[src/common/gpu_pkg.sv]
// GPU core pipeline package
// sizes, ALU opcodes and the structs that travel between the
// scoreboard, operand collector and ALU stages
`default_nettype none

package gpu_pkg;

    localparam int num_warps   = 4;
    localparam int num_threads = 4;
    localparam int num_regs    = 32;
    localparam int xlen        = 32;

    localparam int wid_w      = $clog2(num_warps);
    localparam int reg_w      = $clog2(num_regs);
    localparam int gpr_addr_w = wid_w + reg_w;

    typedef enum logic [2:0] {
        op_li,
        op_add,
        op_sub,
        op_and,
        op_xor,
        op_mul,
        op_madd
    } alu_op_e;

    typedef logic [num_threads-1:0] tmask_t;
    typedef logic [xlen-1:0] word_t;
    typedef word_t [num_threads-1:0] thread_data_t;

    typedef struct packed {
        logic [wid_w-1:0] wid;
        tmask_t           tmask;
        alu_op_e          op;
        logic [reg_w-1:0] rd;
        logic [reg_w-1:0] rs1;
        logic [reg_w-1:0] rs2;
        logic [reg_w-1:0] rs3;
        logic             use_imm;
        word_t            imm;
    } instr_t;

    // instruction fields plus the per-thread source values
    typedef struct packed {
        logic [wid_w-1:0] wid;
        tmask_t           tmask;
        alu_op_e          op;
        logic [reg_w-1:0] rd;
        logic             use_imm;
        word_t            imm;
        thread_data_t     rs1_data;
        thread_data_t     rs2_data;
        thread_data_t     rs3_data;
    } operands_t;

    typedef struct packed {
        logic [wid_w-1:0] wid;
        tmask_t           tmask;
        logic [reg_w-1:0] rd;
        thread_data_t     data;
    } result_t;

endpackage

`default_nettype wire

[src/common/pipe_if.sv]
// pipeline stage interfaces
// issue_if and operands_if are valid/ready streams, writeback_if is
// a valid-only broadcast from the ALU to the register side
`timescale 1ns/1ns
`default_nettype none

interface issue_if;
    import gpu_pkg::*;

    logic   valid;
    logic   ready;
    instr_t data;

    modport master (output valid, output data, input ready);
    modport slave (input valid, input data, output ready);
endinterface


// no ready here, the register write always completes
interface writeback_if;
    import gpu_pkg::*;

    logic    valid;
    result_t data;

    modport master (output valid, output data);
    modport slave (input valid, input data);
endinterface

`default_nettype wire

[src/rtl/issue_scoreboard.sv]
// issue scoreboard
// tracks one pending bit per warp and register and stalls any
// instruction whose sources or destination await a write-back;
// passes accepted instructions through with no added latency
`timescale 1ns/1ns
`default_nettype none

module issue_scoreboard (
    input  logic            clk,
    input  logic            reset,
    input  logic            in_valid,
    output logic            in_ready,
    input  gpu_pkg::instr_t in_instr,
    issue_if.master         issue,
    writeback_if.slave      wb
);
    import gpu_pkg::*;

    logic [num_warps-1:0][num_regs-1:0] pending;
    logic                               active;
    logic                               use_rs1;
    logic                               use_rs2;
    logic                               use_rs3;
    logic                               hazard;
    logic                               accept;

    // source usage from the opcode
    assign use_rs1 = (in_instr.op != op_li);
    assign use_rs2 = (in_instr.op == op_madd)
                   || ((in_instr.op != op_li) && !in_instr.use_imm);
    assign use_rs3 = (in_instr.op == op_madd);

    assign hazard = (use_rs1 && pending[in_instr.wid][in_instr.rs1])
                  || (use_rs2 && pending[in_instr.wid][in_instr.rs2])
                  || (use_rs3 && pending[in_instr.wid][in_instr.rs3])
                  || pending[in_instr.wid][in_instr.rd];

    assign issue.valid = active && in_valid && !hazard;
    assign issue.data  = in_instr;
    assign in_ready    = active && issue.ready && !hazard;
    assign accept      = issue.valid && issue.ready;

    // held off for one cycle after reset
    always_ff @(posedge clk) begin
        if (reset) begin
            active <= 1'b0;
        end else begin
            active <= 1'b1;
        end
    end

    always_ff @(posedge clk) begin
        if (reset) begin
            pending <= '0;
        end else begin
            if (wb.valid) begin
                pending[wb.data.wid][wb.data.rd] <= 1'b0;
            end
            // a new claim on the same register overrides the release
            if (accept) begin
                pending[in_instr.wid][in_instr.rd] <= 1'b1;
            end
        end
    end

endmodule

`default_nettype wire

[src/flat_wrapper.sv]
// flat-port wrapper written by rule: the top's interface ports become plain ports
module issue_scoreboard_flat import gpu_pkg::*;
  (clk, reset, in_valid, in_ready, in_instr, issue_valid, issue_data, issue_ready, wb_valid, wb_data);
  issue_if issue_i ();
  writeback_if wb_i ();
  input  logic clk;
  input  logic reset;
  input  logic in_valid;
  output logic in_ready;
  input  gpu_pkg::instr_t in_instr;
  output wire logic [$bits(issue_i.valid)-1:0] issue_valid;
  output wire logic [$bits(issue_i.data)-1:0] issue_data;
  input wire logic [$bits(issue_i.ready)-1:0] issue_ready;
  input wire logic [$bits(wb_i.valid)-1:0] wb_valid;
  input wire logic [$bits(wb_i.data)-1:0] wb_data;
  assign issue_valid = issue_i.valid;
  assign issue_data = issue_i.data;
  assign issue_i.ready = issue_ready;
  assign wb_i.valid = wb_valid;
  assign wb_i.data = wb_data;
  issue_scoreboard u_core (.clk(clk), .reset(reset), .in_valid(in_valid), .in_ready(in_ready), .in_instr(in_instr), .issue(issue_i), .wb(wb_i));
endmodule
[config.mk]
export PLATFORM = sky130hd
export DESIGN_NAME = issue_scoreboard_flat
export DESIGN_NICKNAME = d
export VERILOG_FILES = /design/src/common/gpu_pkg.sv /design/src/common/pipe_if.sv /design/src/rtl/issue_scoreboard.sv /design/src/flat_wrapper.sv
export SDC_FILE = /design/constraint.sdc
export NUM_CORES = 1
export LEC_CHECK = 0
export BUFFER_PORTS_ARGS = -buffer_cell sky130_fd_sc_hd__buf_2
export CORE_ASPECT_RATIO = 0.7
export CORE_MARGIN = 2
export CORE_UTILIZATION = 35
export DETAILED_ROUTE_END_ITERATION = 12
export HOLD_SLACK_MARGIN = 0.03
export SLEW_MARGIN = 20
export SYNTH_ARGS = -nofsm -noshare
export SYNTH_HDL_FRONTEND = slang
export SYNTH_SLANG_ARGS = --single-unit
[constraint.sdc]
create_clock -name clk -period 3.71 [get_ports clk]
set_input_delay 0.742 -clock clk [delete_from_list [all_inputs] [get_ports clk]]
set_output_delay 0.742 -clock clk [all_outputs]
set_load 0.02 [all_outputs]
==> results.cfg <==
[status]
status = complete, but fails checks
violations = setup timing

[yosys]
syn_avg_cell_area_um2 = 10.6
synthArstFlopShare_pct = 0
yosys_warnings = 0
synthMuxAreaShare_pct = 22.3
synth_xor_area_share_pct = 0
ys_ff_latch = 129
synth_simple_gate_area_share_pct = 10.9
synth_top_family_by_area = compound AO/OA/AOI/OAI gates
synth-compound-area-share_pct = 31.7
syn-num-nets = 1188
synthFlopType = dfxtp_1
synth_seq_area_share_pct = 24.7
synth.distinct_cells = 52
synth_edf_count = 0
synthAdderAreaFrac_pct = 0
syn_inst = 982
synth_area_um2 = 10400

[routing]
drt_iter0_drc = 1301
wl_per_cell_um = 29.0
routed_wl_um = 40300
via_per_inst = 7.03
detail-route-antenna-nets = 0
route.detailed.drc = 0
drt_first_pass_iters = 7
dr_total_vias = 9749

[power]
pwr-share-comb_pct = 17.4
ir_drop_mv = 0.223
power_frac_clock_pct = 47.0
leakagePower_uw = 0.00437
powerDensity_nw_per_um2 = 327
p_switching_uw = 1170
p_sw_share_pct = 30.0
p_int_uw = 2730
seq_power_share_pct = 35.6

[critical_path]
r2r_slack_ps = 370
cp-start-kind = input port
required_ps = 2970
ff2ff_path_depth = 11
r2r-start = u_core.pending[21]$_SDFF_PP0_
cpMostUsedCell = buf_6
slowest_stage = mux4_2
worstSetupStartpoint = in_instr[61]
r2r-end = u_core.pending[31]$_SDFF_PP0_
end_kind = primary output
cp_cell_sequence = buf_16, buf_12, mux4_2, mux2i_1, buf_4, a311oi_4, and4b_1, nor4_2, nand4_1, buf_6, nor2_4, buf_6
critical_path_class = input port to primary output
worstPathMaxFanout = 7
worstPathArrival_ps = 3080
cpPeakStageDelay_ps = 490

[floorplan]
die_h_um = 149
rows = 52
die-area_um2 = 31200
initial_utilization_pct = 35.8
core_area_um2 = 29100
pin_count = 270
die_x_um = 210

[timing]
fin_skew_ps = 12.7
hold_viol = 0
setup_ws_ps = -108
rsz0062_at_grt = yes
finalSetupViolations = 2
fin_crit_ps = 3820
clock.fmax_mhz = 262
tightest_slew_ps = 1080
final_max_slew_viol_count = 0
relSlewSlack_pct = 27.9
fin_crit_sh_pct = 103

[clocking]
cts.sinks = 129
clk_pin_slew_ps = 60
cts_made_buffers = 17
clock_latency_ps = 460
h-tree-depth = 4
cts_tree = done
clockBufferDepth = 2
hold_buffers = 0
root_buffer = clkbuf_16

[global_routing]
grt.total_usage_pct = 25.9
grt_first_pass_wirelength_um = 60100
grt_use_met3_pct = 12.2
overflow = 0
busiest_layer = met1
grt_pass1_vias = 9343
grt_max_degree = 64
met2_usage_pct = 33.9
globalRouteMet1Util_pct = 36.3
grt_antenna_before_repair = 0

[cells_and_area]
nets = 1202
drive_gt1_share_pct = 41.0
multi_input_area_um2 = 6870
antennaDiodeCount = 0
final_common_cell = o211ai_1
seq_area_um2 = 2580
fill_cells = 2812
stdcell_area_um2 = 12000
syn_to_final_growth_pct = 14.6
final_cell_mix = o211ai_1 (134), dfxtp_1 (129), o41ai_2 (100)

[place]
routabilityCongestion = 1.02
dpl_cell_area_um2 = 11100
hpwl_um = 28000
io_buffers = 65
place_ws_ps = -345

[worst_hold_path]
whs_path_depth = 2
worst_hold_path_type = flip-flop to flip-flop
hold_path_end = u_core.pending[100]$_SDFF_PP0_
hp-start = u_core.pending[100]$_SDFF_PP0_

[flow_run]
maxCapViolations = 0
worst max path at each step:
stage	depth (start not counted)	endpoint	slack (ps)
after floorplan	10	in_ready	10
after global placement	11	issue_valid	-360
after detailed placement	11	in_ready	-340
after CTS	12	in_ready	-50
after global routing	12	issue_valid	-230
final	12	in_ready	-110
Yosys cell counts, types with 2 or more instances:
library cell / count / share of area (%)
clkbuf_1: 66 / 2.4
nor3_1: 11 / 0.53
buf_1: 6 / 0.22
nor2b_1: 15 / 0.90
nor2_1: 18 / 0.65
a211o_1: 2 / 0.17
nand4_1: 12 / 0.72
and3b_1: 5 / 0.42
mux2_2: 9 / 0.97
nand3b_1: 9 / 0.65
nand4b_1: 2 / 0.17
a31oi_1: 6 / 0.36
o211ai_1: 134 / 9.6
a211oi_1: 3 / 0.22
and4b_1: 2 / 0.19
and3_1: 5 / 0.30
buf_4: 69 / 5.0
inv_1: 3 / 0.11
dfxtp_1: 129 / 25
nor4b_1: 2 / 0.17
and2_1: 7 / 0.42
nand2_1: 79 / 2.8
o41ai_1: 28 / 2.3
o22ai_1: 4 / 0.24
nor3b_1: 11 / 0.79
a21oi_1: 6 / 0.29
nor4_1: 4 / 0.24
mux4_2: 81 / 17
or3_1: 2 / 0.12
a22o_1: 3 / 0.25
buf_6: 14 / 1.5
mux2i_1: 40 / 3.8
o41ai_2: 100 / 16
a2111oi_0: 3 / 0.25
a22oi_1: 16 / 1.2
o21ai_0: 7 / 0.34
nand3_1: 22 / 1.1
buf_2: 25 / 1.2
and4_1: 4 / 0.34
nand2b_1: 6 / 0.36
cell type report:
cell class	instances	share of cell area, %
timing repair buffer	175	11.6
tap	378	3.95
inverter	4	0.136
clock inverter	13	1.56
clock buffer	19	3.70
multi-input combinational	669	57.4
sequential	129	21.6
routing by layer:
| layer | wire length [um] | up-vias |
|---|---|---|
| met1 | 16900 | 4910 |
| met2 | 16100 | 724 |
| met4 | 1270 | 0 |
| li1 | - | 4028 |
| met5 | 0 | - |
| met3 | 6080 | 87 |
what timing repair did:
item                       in CTS  in global routing
setup endpoints to repair       2                  2
gates resized for setup        31                  0
cloned                          1                  0
buffers inserted                5                  0
pin swaps                       7                  1
through the flow:
| step | TNS, ps | util (%) | cells | hold WS (ps) | power [uW] |
|---|---|---|---|---|---|
| 2_1_floorplan | 0 | - | 982 | 465 | 1890 |
| 3_3_place_gp | -20390 | 38.2 | 1349 | 482 | 2050 |
| 3_5_place_dp | -21640 | 38.2 | 1349 | 491 | 2050 |
| 4_1_cts | -109 | 41.0 | 1387 | 508 | 3900 |
| 5_1_grt | -448 | 41.0 | 1387 | 545 | 3990 |
| 6_report | -215 | 41.0 | 1387 | 512 | 3910 |
power groups by stage:
stage / clock (uW) / combinational (uW) / sequential (uW)
2_1_floorplan: 0 / 476 / 1420
3_3_place_gp: 0 / 627 / 1420
3_5_place_dp: 0 / 629 / 1420
4_1_cts: 1850 / 659 / 1390
5_1_grt: 1900 / 706 / 1390
6_report: 1840 / 680 / 1390
state kept, by name (all words and copies together) (netlist names):
name            flops
u_core.pending    128
u_core.active       1
cell families (layout without fill, tap and decap cells):
kind of cell / Yosys count / count (layout)
AND/OR/NAND/NOR: 217 / 217
AO/OA/AOI/OAI: 322 / 322
buffers and inverters: 184 / 211
flip-flops: 129 / 129
multiplexers: 130 / 130
worst max-delay path: cells and delay by family:
kind / cells / cell delay, ps
buffers and inverters: 5 / 760
AOI/OAI and AO/OA: 1 / 130
muxes: 2 / 650
and+or+nand+nor: 4 / 770
(Power assumes the default switching activity.)
